File: config.mk
export PLATFORM = sky130hd
export DESIGN_NAME = gfx_engine_top
export DESIGN_NICKNAME = d
export VERILOG_FILES = /design/src/verilog/gfx_pkg.sv /design/src/verilog/gfx_rect_if.sv /design/src/verilog/gfx_pixel_if.sv /design/src/verilog/gfx_cmd_decode.sv /design/src/verilog/gfx_rect_fill.sv /design/src/verilog/gfx_clip_stage.sv /design/src/verilog/gfx_engine_top.sv
export SDC_FILE = /design/constraint.sdc
export NUM_CORES = 1
export LEC_CHECK = 0
export ABC_AREA = 0
export BUFFER_PORTS_ARGS = -buffer_cell sky130_fd_sc_hd__buf_4
export CAP_MARGIN = 20
export CORE_UTILIZATION = 30
export DETAILED_ROUTE_END_ITERATION = 8
export GPL_ROUTABILITY_DRIVEN = 0
export HOLD_SLACK_MARGIN = 0.05
export SLEW_MARGIN = 30
export SYNTH_ARGS = -nofsm -noshare
export SYNTH_HDL_FRONTEND = slang
export SYNTH_HIERARCHICAL = 1
export SYNTH_SLANG_ARGS = --single-unit
File: constraint.sdc
create_clock -name clk -period 4.8 [get_ports clk]
set_input_delay 0.96 -clock clk [delete_from_list [all_inputs] [get_ports clk]]
set_output_delay 0.96 -clock clk [all_outputs]
set_load 0.005 [all_outputs]
File: src/verilog/gfx_pkg.sv
package gfx_pkg;

  // command word layout, msb first: opcode, x0, y0, x1, y1, color
  localparam int OPCODE_W = 2;
  localparam int COORD_W  = 10;
  localparam int COLOR_W  = 12;

  localparam int CMD_WIDTH = OPCODE_W + 4 * COORD_W + COLOR_W;

  localparam int COLOR_LSB = 0;
  localparam int Y1_LSB    = COLOR_LSB + COLOR_W;
  localparam int X1_LSB    = Y1_LSB + COORD_W;
  localparam int Y0_LSB    = X1_LSB + COORD_W;
  localparam int X0_LSB    = Y0_LSB + COORD_W;
  localparam int OP_LSB    = X0_LSB + COORD_W;

  typedef logic [OPCODE_W-1:0]  opcode_t;
  typedef logic [CMD_WIDTH-1:0] cmd_t;

  localparam opcode_t OP_NOP       = 2'd0;
  localparam opcode_t OP_FILL_RECT = 2'd1;
  localparam opcode_t OP_PLOT      = 2'd2;
  localparam opcode_t OP_CLEAR     = 2'd3;  // whole screen, corners ignored

endpackage

File: src/verilog/gfx_rect_if.sv
`timescale 1ns/1ps

interface gfx_rect_if #(
  parameter int H_WIDTH     = 10,
  parameter int V_WIDTH     = 10,
  parameter int PIXEL_WIDTH = 12
);

  logic                   start;  // one job at a time
  logic                   done;
  logic [H_WIDTH-1:0]     x0;
  logic [V_WIDTH-1:0]     y0;
  logic [H_WIDTH-1:0]     x1;
  logic [V_WIDTH-1:0]     y1;
  logic [PIXEL_WIDTH-1:0] color;

  // corners and color stay put from start until done
  modport decoder (
    output start, x0, y0, x1, y1, color,
    input  done
  );

  modport filler (
    input  start, x0, y0, x1, y1, color,
    output done
  );

endinterface

File: src/verilog/gfx_pixel_if.sv
`timescale 1ns/1ps

interface gfx_pixel_if #(
  parameter int H_WIDTH     = 10,
  parameter int V_WIDTH     = 10,
  parameter int PIXEL_WIDTH = 12
);

  logic                   valid;
  logic                   ready;
  logic [H_WIDTH-1:0]     x;
  logic [V_WIDTH-1:0]     y;
  logic [PIXEL_WIDTH-1:0] pixel;

  modport manager (output valid, x, y, pixel, input ready);

  modport subordinate (input valid, x, y, pixel, output ready);

endinterface

File: src/verilog/gfx_cmd_decode.sv
`timescale 1ns/1ps

module gfx_cmd_decode #(
  parameter int H_WIDTH     = 10,
  parameter int V_WIDTH     = 10,
  parameter int PIXEL_WIDTH = 12,
  parameter int H_RES       = 640,
  parameter int V_RES       = 480
) (
  input  logic               clk,
  input  logic               rst_n,
  input  logic               cmd_valid,
  input  gfx_pkg::cmd_t      cmd_word,
  input  logic               drained,
  output logic               busy,
  output logic               cmd_dropped,
  output logic               done,
  gfx_rect_if.decoder        rect
);

  typedef enum logic [1:0] {
    ST_IDLE,
    ST_RUN,
    ST_DRAIN
  } state_t;

  state_t state;

  gfx_pkg::opcode_t       opcode;
  logic                   is_cmd;
  logic                   accept;
  logic [H_WIDTH-1:0]     f_x0;
  logic [V_WIDTH-1:0]     f_y0;
  logic [H_WIDTH-1:0]     f_x1;
  logic [V_WIDTH-1:0]     f_y1;
  logic [PIXEL_WIDTH-1:0] f_color;

  assign opcode  = cmd_word[gfx_pkg::OP_LSB +: gfx_pkg::OPCODE_W];
  assign f_x0    = H_WIDTH'(cmd_word[gfx_pkg::X0_LSB +: gfx_pkg::COORD_W]);
  assign f_y0    = V_WIDTH'(cmd_word[gfx_pkg::Y0_LSB +: gfx_pkg::COORD_W]);
  assign f_x1    = H_WIDTH'(cmd_word[gfx_pkg::X1_LSB +: gfx_pkg::COORD_W]);
  assign f_y1    = V_WIDTH'(cmd_word[gfx_pkg::Y1_LSB +: gfx_pkg::COORD_W]);
  assign f_color = PIXEL_WIDTH'(cmd_word[gfx_pkg::COLOR_LSB +: gfx_pkg::COLOR_W]);

  assign is_cmd = cmd_valid && (opcode != gfx_pkg::OP_NOP);  // nop never counts
  assign accept = is_cmd && (state == ST_IDLE);
  assign busy   = (state != ST_IDLE);

  always_ff @(posedge clk) begin
    if (!rst_n) begin
      state       <= ST_IDLE;
      rect.start  <= 1'b0;
      cmd_dropped <= 1'b0;
      done        <= 1'b0;
    end else begin
      rect.start  <= accept;
      cmd_dropped <= is_cmd && busy;
      done        <= 1'b0;
      case (state)
        ST_IDLE: begin
          if (accept) state <= ST_RUN;
        end
        ST_RUN: begin
          if (rect.done) begin
            // clip slot may still hold the last pixel
            state <= drained ? ST_IDLE : ST_DRAIN;
            done  <= drained;
          end
        end
        ST_DRAIN: begin
          if (drained) begin
            state <= ST_IDLE;
            done  <= 1'b1;
          end
        end
        default: state <= ST_IDLE;
      endcase
    end
  end

  // job fields, held until the next accepted command
  always_ff @(posedge clk) begin
    if (accept) begin
      rect.color <= f_color;
      case (opcode)
        gfx_pkg::OP_PLOT: begin
          rect.x0 <= f_x0;
          rect.y0 <= f_y0;
          rect.x1 <= f_x0;  // degenerate 1x1 rect
          rect.y1 <= f_y0;
        end
        gfx_pkg::OP_CLEAR: begin
          rect.x0 <= '0;
          rect.y0 <= '0;
          rect.x1 <= H_WIDTH'(H_RES - 1);
          rect.y1 <= V_WIDTH'(V_RES - 1);
        end
        default: begin
          rect.x0 <= f_x0;
          rect.y0 <= f_y0;
          rect.x1 <= f_x1;
          rect.y1 <= f_y1;
        end
      endcase
    end
  end

  // no second start before the job has fully left the engine
  a_one_job: assert property (@(posedge clk) disable iff (!rst_n)
    rect.start |=> (!rect.start until_with done));

endmodule

File: src/verilog/gfx_rect_fill.sv
`timescale 1ns/1ps

module gfx_rect_fill #(
  parameter int H_WIDTH     = 10,
  parameter int V_WIDTH     = 10,
  parameter int PIXEL_WIDTH = 12
) (
  input  logic          clk,
  input  logic          rst_n,
  gfx_rect_if.filler    rect,
  gfx_pixel_if.manager  gfx
);

  typedef logic [H_WIDTH-1:0] x_t;
  typedef logic [V_WIDTH-1:0] y_t;

  typedef enum logic [1:0] {
    ST_IDLE,
    ST_SETUP,
    ST_FILLING,
    ST_FINISH
  } state_t;

  state_t state;

  x_t   x_min;
  x_t   x_max;
  y_t   y_min;
  y_t   y_max;
  x_t   curr_x;
  y_t   curr_y;
  logic x_swap;
  logic y_swap;
  logic load;
  logic row_end;
  logic last;

  assign x_swap = (rect.x1 < rect.x0);
  assign y_swap = (rect.y1 < rect.y0);

  // output register free or being taken this cycle
  assign load    = (state == ST_FILLING) && (!gfx.valid || gfx.ready);
  assign row_end = (curr_x == x_max);
  assign last    = row_end && (curr_y == y_max);

  always_ff @(posedge clk) begin
    if (!rst_n) begin
      state     <= ST_IDLE;
      gfx.valid <= 1'b0;
      rect.done <= 1'b0;
    end else begin
      rect.done <= 1'b0;
      if (gfx.ready) gfx.valid <= 1'b0;  // taken downstream

      case (state)
        ST_IDLE: begin
          if (rect.start) state <= ST_SETUP;
        end
        ST_SETUP: begin
          state <= ST_FILLING;
        end
        ST_FILLING: begin
          if (load) begin
            gfx.valid <= 1'b1;
            if (last) state <= ST_FINISH;
          end
        end
        ST_FINISH: begin
          // wait for the last pixel to leave
          if (gfx.valid && gfx.ready) begin
            rect.done <= 1'b1;
            state     <= ST_IDLE;
          end
        end
        default: state <= ST_IDLE;
      endcase
    end
  end

  always_ff @(posedge clk) begin
    if (state == ST_SETUP) begin
      x_min  <= x_swap ? rect.x1 : rect.x0;
      x_max  <= x_swap ? rect.x0 : rect.x1;
      y_min  <= y_swap ? rect.y1 : rect.y0;
      y_max  <= y_swap ? rect.y0 : rect.y1;
      curr_x <= x_swap ? rect.x1 : rect.x0;
      curr_y <= y_swap ? rect.y1 : rect.y0;
    end

    if (load) begin
      gfx.x     <= curr_x;
      gfx.y     <= curr_y;
      gfx.pixel <= rect.color;  // held by decode until done
      if (row_end) begin
        curr_x <= x_min;
        curr_y <= curr_y + 1'b1;
      end else begin
        curr_x <= curr_x + 1'b1;
      end
    end
  end

  // stalled pixel must not change under the consumer
  a_hold: assert property (@(posedge clk) disable iff (!rst_n)
    gfx.valid && !gfx.ready |=>
      gfx.valid && $stable(gfx.x) && $stable(gfx.y) && $stable(gfx.pixel));

  // walk stays inside the box latched at setup
  a_in_box: assert property (@(posedge clk) disable iff (!rst_n)
    gfx.valid |-> (gfx.x >= x_min) && (gfx.x <= x_max) &&
                  (gfx.y >= y_min) && (gfx.y <= y_max));

endmodule

File: src/verilog/gfx_clip_stage.sv
`timescale 1ns/1ps

module gfx_clip_stage #(
  parameter int H_WIDTH     = 10,
  parameter int V_WIDTH     = 10,
  parameter int PIXEL_WIDTH = 12,
  parameter int H_RES       = 640,
  parameter int V_RES       = 480
) (
  input  logic                   clk,
  input  logic                   rst_n,
  gfx_pixel_if.subordinate       in,
  output logic                   pix_valid,
  output logic [H_WIDTH-1:0]     pix_x,
  output logic [V_WIDTH-1:0]     pix_y,
  output logic [PIXEL_WIDTH-1:0] pix_color,
  input  logic                   pix_ready,
  output logic                   drained
);

  // one extra bit so a full-range resolution still compares right
  localparam logic [H_WIDTH:0] H_LIMIT = (H_WIDTH + 1)'(H_RES);
  localparam logic [V_WIDTH:0] V_LIMIT = (V_WIDTH + 1)'(V_RES);

  logic on_screen;
  logic take;

  assign on_screen = ({1'b0, in.x} < H_LIMIT) && ({1'b0, in.y} < V_LIMIT);

  // slot empty or emptying this cycle
  assign in.ready = !pix_valid || pix_ready;
  assign take     = in.valid && in.ready && on_screen;
  assign drained  = !pix_valid;

  always_ff @(posedge clk) begin
    if (!rst_n) begin
      pix_valid <= 1'b0;
    end else if (in.ready) begin
      pix_valid <= take;  // off-screen input just vanishes
    end
  end

  always_ff @(posedge clk) begin
    if (take) begin
      pix_x     <= in.x;
      pix_y     <= in.y;
      pix_color <= in.pixel;
    end
  end

  a_on_screen: assert property (@(posedge clk) disable iff (!rst_n)
    pix_valid |-> ({1'b0, pix_x} < H_LIMIT) && ({1'b0, pix_y} < V_LIMIT));

endmodule

File: src/verilog/gfx_engine_top.sv
`timescale 1ns/1ps

module gfx_engine_top #(
  parameter int H_WIDTH     = 10,
  parameter int V_WIDTH     = 10,
  parameter int PIXEL_WIDTH = 12,
  parameter int H_RES       = 640,
  parameter int V_RES       = 480
) (
  input  logic                   clk,
  input  logic                   rst_n,
  input  logic                   cmd_valid,
  input  gfx_pkg::cmd_t          cmd_word,
  output logic                   busy,
  output logic                   cmd_dropped,
  output logic                   done,
  output logic                   pix_valid,
  output logic [H_WIDTH-1:0]     pix_x,
  output logic [V_WIDTH-1:0]     pix_y,
  output logic [PIXEL_WIDTH-1:0] pix_color,
  input  logic                   pix_ready
);

  logic drained;

  gfx_rect_if #(
    .H_WIDTH    (H_WIDTH),
    .V_WIDTH    (V_WIDTH),
    .PIXEL_WIDTH(PIXEL_WIDTH)
  ) rect_bus ();

  gfx_pixel_if #(
    .H_WIDTH    (H_WIDTH),
    .V_WIDTH    (V_WIDTH),
    .PIXEL_WIDTH(PIXEL_WIDTH)
  ) pix_bus ();

  gfx_cmd_decode #(
    .H_WIDTH    (H_WIDTH),
    .V_WIDTH    (V_WIDTH),
    .PIXEL_WIDTH(PIXEL_WIDTH),
    .H_RES      (H_RES),
    .V_RES      (V_RES)
  ) u_decode (
    .clk        (clk),
    .rst_n      (rst_n),
    .cmd_valid  (cmd_valid),
    .cmd_word   (cmd_word),
    .drained    (drained),
    .busy       (busy),
    .cmd_dropped(cmd_dropped),
    .done       (done),
    .rect       (rect_bus)
  );

  gfx_rect_fill #(
    .H_WIDTH    (H_WIDTH),
    .V_WIDTH    (V_WIDTH),
    .PIXEL_WIDTH(PIXEL_WIDTH)
  ) u_fill (
    .clk  (clk),
    .rst_n(rst_n),
    .rect (rect_bus),
    .gfx  (pix_bus)
  );

  gfx_clip_stage #(
    .H_WIDTH    (H_WIDTH),
    .V_WIDTH    (V_WIDTH),
    .PIXEL_WIDTH(PIXEL_WIDTH),
    .H_RES      (H_RES),
    .V_RES      (V_RES)
  ) u_clip (
    .clk      (clk),
    .rst_n    (rst_n),
    .in       (pix_bus),
    .pix_valid(pix_valid),
    .pix_x    (pix_x),
    .pix_y    (pix_y),
    .pix_color(pix_color),
    .pix_ready(pix_ready),
    .drained  (drained)
  );

endmodule

==> flow_metrics.tcl <==
set metrics [dict create \
    run_status "complete, no violations" \
    final.setup.worst_slack_ns 1.857 \
    power_w 0.004605 \
    detail_route.first_pass.iterations 7 \
    dp.final_hpwl_mm 10.34 \
    root_buffer "sky130_fd_sc_hd__clkbuf_16" \
    post-route-cell-area_um2 9298 \
    vdd.ir_drop.worst_v 0.0002452 \
    normalized_max_slew_margin_pct 45.87 \
    final_cells 985 \
    synthFlopType "sky130_fd_sc_hd__edfxtp_1" \
    fp.coreArea_um2 24600 \
    switching_share_of_total_power_pct 28.20 \
    syn_area_um2 7605 \
    fillCellCount 2366 \
    grt_usage_pct 11.48 \
    placed_cells 953 \
    place_ws_ns 1.722 \
    syn-mean-instance-area_um2 13.93 \
    combPwrFrac_pct 20.5 \
    worst_setup_path_start_kind "flop" \
    sum_of_routed_wire_length_over_all_layers_mm 14.11 \
    grt_setup_unrepaired "false" \
    worst-setup-path-type "reg -> reg" \
    cts_made_buffers 17 \
    floorplan.die.width_um 161.2 \
    multi_input_logic_area_um2 2340 \
    p_clk_share_pct 29.7 \
    hold_viol 0 \
    drtIter0Drc 226 \
    finalNetCount 734 \
    synth-edff-count 156 \
    worstMarginPinSlew_ns 0.8120 \
    cp-end-kind "flop" \
    post_synthesis_cell_type_count 54 \
    first_global_vias 4121 \
    cts.htree.levels 4 \
    dr_total_vias 4410 \
    postSynth.asyncResetShare_pct 0 \
    finalClockSkew_ns 0.007947 \
    hold_path_class "reg -> reg" \
    most-common-layout-cells "156 x sky130_fd_sc_hd__edfxtp_1, 99 x sky130_fd_sc_hd__buf_4, 52 x sky130_fd_sc_hd__nand2_1, 34 x sky130_fd_sc_hd__inv_1, 32 x sky130_fd_sc_hd__o21ai_0" \
    drt-vias-per-instance 4.477 \
    start_util_pct 30.91 \
    setup-violations-final 0 \
    route.detailed.drc 0 \
    net-switching-power_w 0.001299 \
    summed_negative_setup_slack_over_all_endpoints_ns 0 \
    synth-seq-cells 176 \
    layout_worst_path_cycle_share_pct 61.30 \
    drive_above_1_share_pct 22.69 \
    drv_slew 0 \
    crit_required_ns 5.16 \
    postRouteAntennaNets 0 \
    grt_start_max_net_pins 37 \
    cts_num_sinks 176 \
    power.internal_w 0.003307 \
    wire_per_inst_um 14.32 \
    wire_length_of_the_first_global_routing_pass_mm 22.59 \
    final_common_cell "sky130_fd_sc_hd__edfxtp_1" \
    die_area_um2 25990 \
    synth-warning-count 6 \
    flow.area_growth_from_synthesis_pct 22.26 \
    n_antenna_cell 0 \
    core_rows 57 \
    cts_tree "done" \
    grt.overflow.total 0 \
    layout.area.seq_um2 5085 \
    cts.hold.buffers_added 0 \
    clkTransAtPathRegs_ns 0.07 \
    period_minus_slack_ns 2.943 \
    cts_setup_buffers 0 \
    leakage_nw 3.453 \
    critPathArrivalTime_ns 3.30 \
    post_cts_resize_count 0 \
    die_h_um 161.2 \
    antenna_found_initial 0 \
    clock_insertion_delay_worst_skew_ns 0.42 \
    synth.net_count 632 \
    critPathMaxFanout 19 \
    timing.fmax_mhz 339.8 \
    maxCapViolations 0 \
    dpl-instance-area_um2 8705 \
    port-buffer-count 93 \
    clock_path_buffers 2 \
    seq_power_share_pct 49.8 \
    synth_cells 546 \
    io-pin-count 94 \
    seq_area_frac_synth_pct 66.86 \
    power.density_cell_area_nw_per_um2 495.3 \
]
==> worst max-delay path: stages, from the launching register on <==
cell and delay [ns]:
sky130_fd_sc_hd__edfxtp_1 0.51, sky130_fd_sc_hd__xnor2_1 0.18, sky130_fd_sc_hd__nand4_1 0.17, sky130_fd_sc_hd__or3_1 0.73
sky130_fd_sc_hd__or4_1 0.66, sky130_fd_sc_hd__a222oi_1 0.42, sky130_fd_sc_hd__mux2i_1 0.22
==> synth_stat cells, drive strengths merged (2+ instances only) <==
cell	count	share of area, %
nor2b	2	0.16
o21a	9	0.89
clkbuf	13	0.64
nor4	2	0.16
a21oi	10	0.66
inv	34	1.7
mux2	13	1.9
nand2b	9	0.84
o22a	16	1.8
and4	4	0.49
nand4	6	0.49
nor3	5	0.33
edfxtp	156	62
a222oi	2	0.26
or3	2	0.16
xor2	2	0.23
nor3b	2	0.20
dfxtp	20	5.3
nor2	7	0.35
o21ai	33	2.2
and2	21	1.7
nand2	52	2.6
o221ai	6	0.69
buf	3	0.26
ha	28	4.6
xnor2	27	3.1
and3	8	0.66
mux2i	24	3.2
nand3	10	0.66
==> power groups by stage <==
stage,sequential [W],combinational [W],clock (W)
3_5_place_dp,0.00233,0.000949,0
6_report,0.00229,0.000943,0.00137
2_1_floorplan,0.00226,0.000693,0
3_3_place_gp,0.00232,0.000939,0
5_1_grt,0.00234,0.00107,0.00147
4_1_cts,0.00230,0.000954,0.00141
==> state kept, by name, summed over array words and instances (netlist names) <==
signal	count
u_decode/rect.x1	10
u_decode/rect.y0	10
u_clip/pix_valid	1
u_decode/rect.x0	10
u_fill/gfx.pixel	12
u_fill/x_min	10
u_fill/curr_y	10
u_clip/pix_y	10
u_decode/rect.y1	10
u_decode/rect.start	1
u_decode/state	2
u_fill/x_max	10
u_clip/pix_x	10
u_fill/rect.done	1
u_decode/done	1
u_fill/gfx.x	10
u_fill/y_max	10
u_decode/rect.color	12
u_fill/gfx.y	10
u_decode/cmd_dropped	1
u_fill/curr_x	10
u_fill/state	2
u_clip/pix_color	12
u_fill/gfx.valid	1
==> final timing paths <==
check | from | end | slack, ns | depth (start not counted)
max | u_fill/curr_x[1]$_DFFE_PP_ | u_fill/state[1]$_SDFFE_PN0P_ | 1.86 | 6
min reg2reg | u_fill/gfx.x[5]$_DFFE_PP_ | u_clip/pix_x[5]$_DFFE_PP_ | 0.41 | 0
max reg2reg | u_fill/curr_x[1]$_DFFE_PP_ | u_fill/state[1]$_SDFFE_PN0P_ | 1.86 | 6
min | u_fill/gfx.x[5]$_DFFE_PP_ | u_clip/pix_x[5]$_DFFE_PP_ | 0.41 | 0
==> area by class of cell <==
cell class / instances / share of cell area [%]
clock buffers: 17 / 4.575
flip-flops and latches: 176 / 54.69
clock inverters: 15 / 1.803
inverters: 35 / 1.413
well taps: 324 / 4.360
repair buffers: 99 / 7.994
multi-input cells: 319 / 25.16
==> metal layers <==
| layer | wire [µm] | track usage (%) |
|---|---|---|
| met1 | 7295 | 17.22 |
| met5 | 0 | 0 |
| met3 | 812 | 3.107 |
| met2 | 5876 | 15.75 |
| met4 | 123 | 3.859 |
==> metrics by stage <==
stage | hold slack [ns] | util [%]
floorplan | 0.4003 | -
global route | 0.4180 | 37.79
finish | 0.4145 | 37.79
CTS | 0.4165 | 37.79
detailed placement | 0.4045 | 35.38
global placement | 0.4005 | 35.38
==> logic make-up (layout without fill, tap and decap cells) <==
group	after synthesis	in the layout	synth area share (%)
buffers and inverters	51	166	2.632
xor gates and xnor gates	29	29	3.340
AOI/OAI and AO/OA	91	91	8.194
and+or+nand+nor	134	134	9.280
DFF	176	176	66.86
muxes	37	37	5.084
adders and majority gates	28	28	4.607
Power figures use the tool's default switching activity.
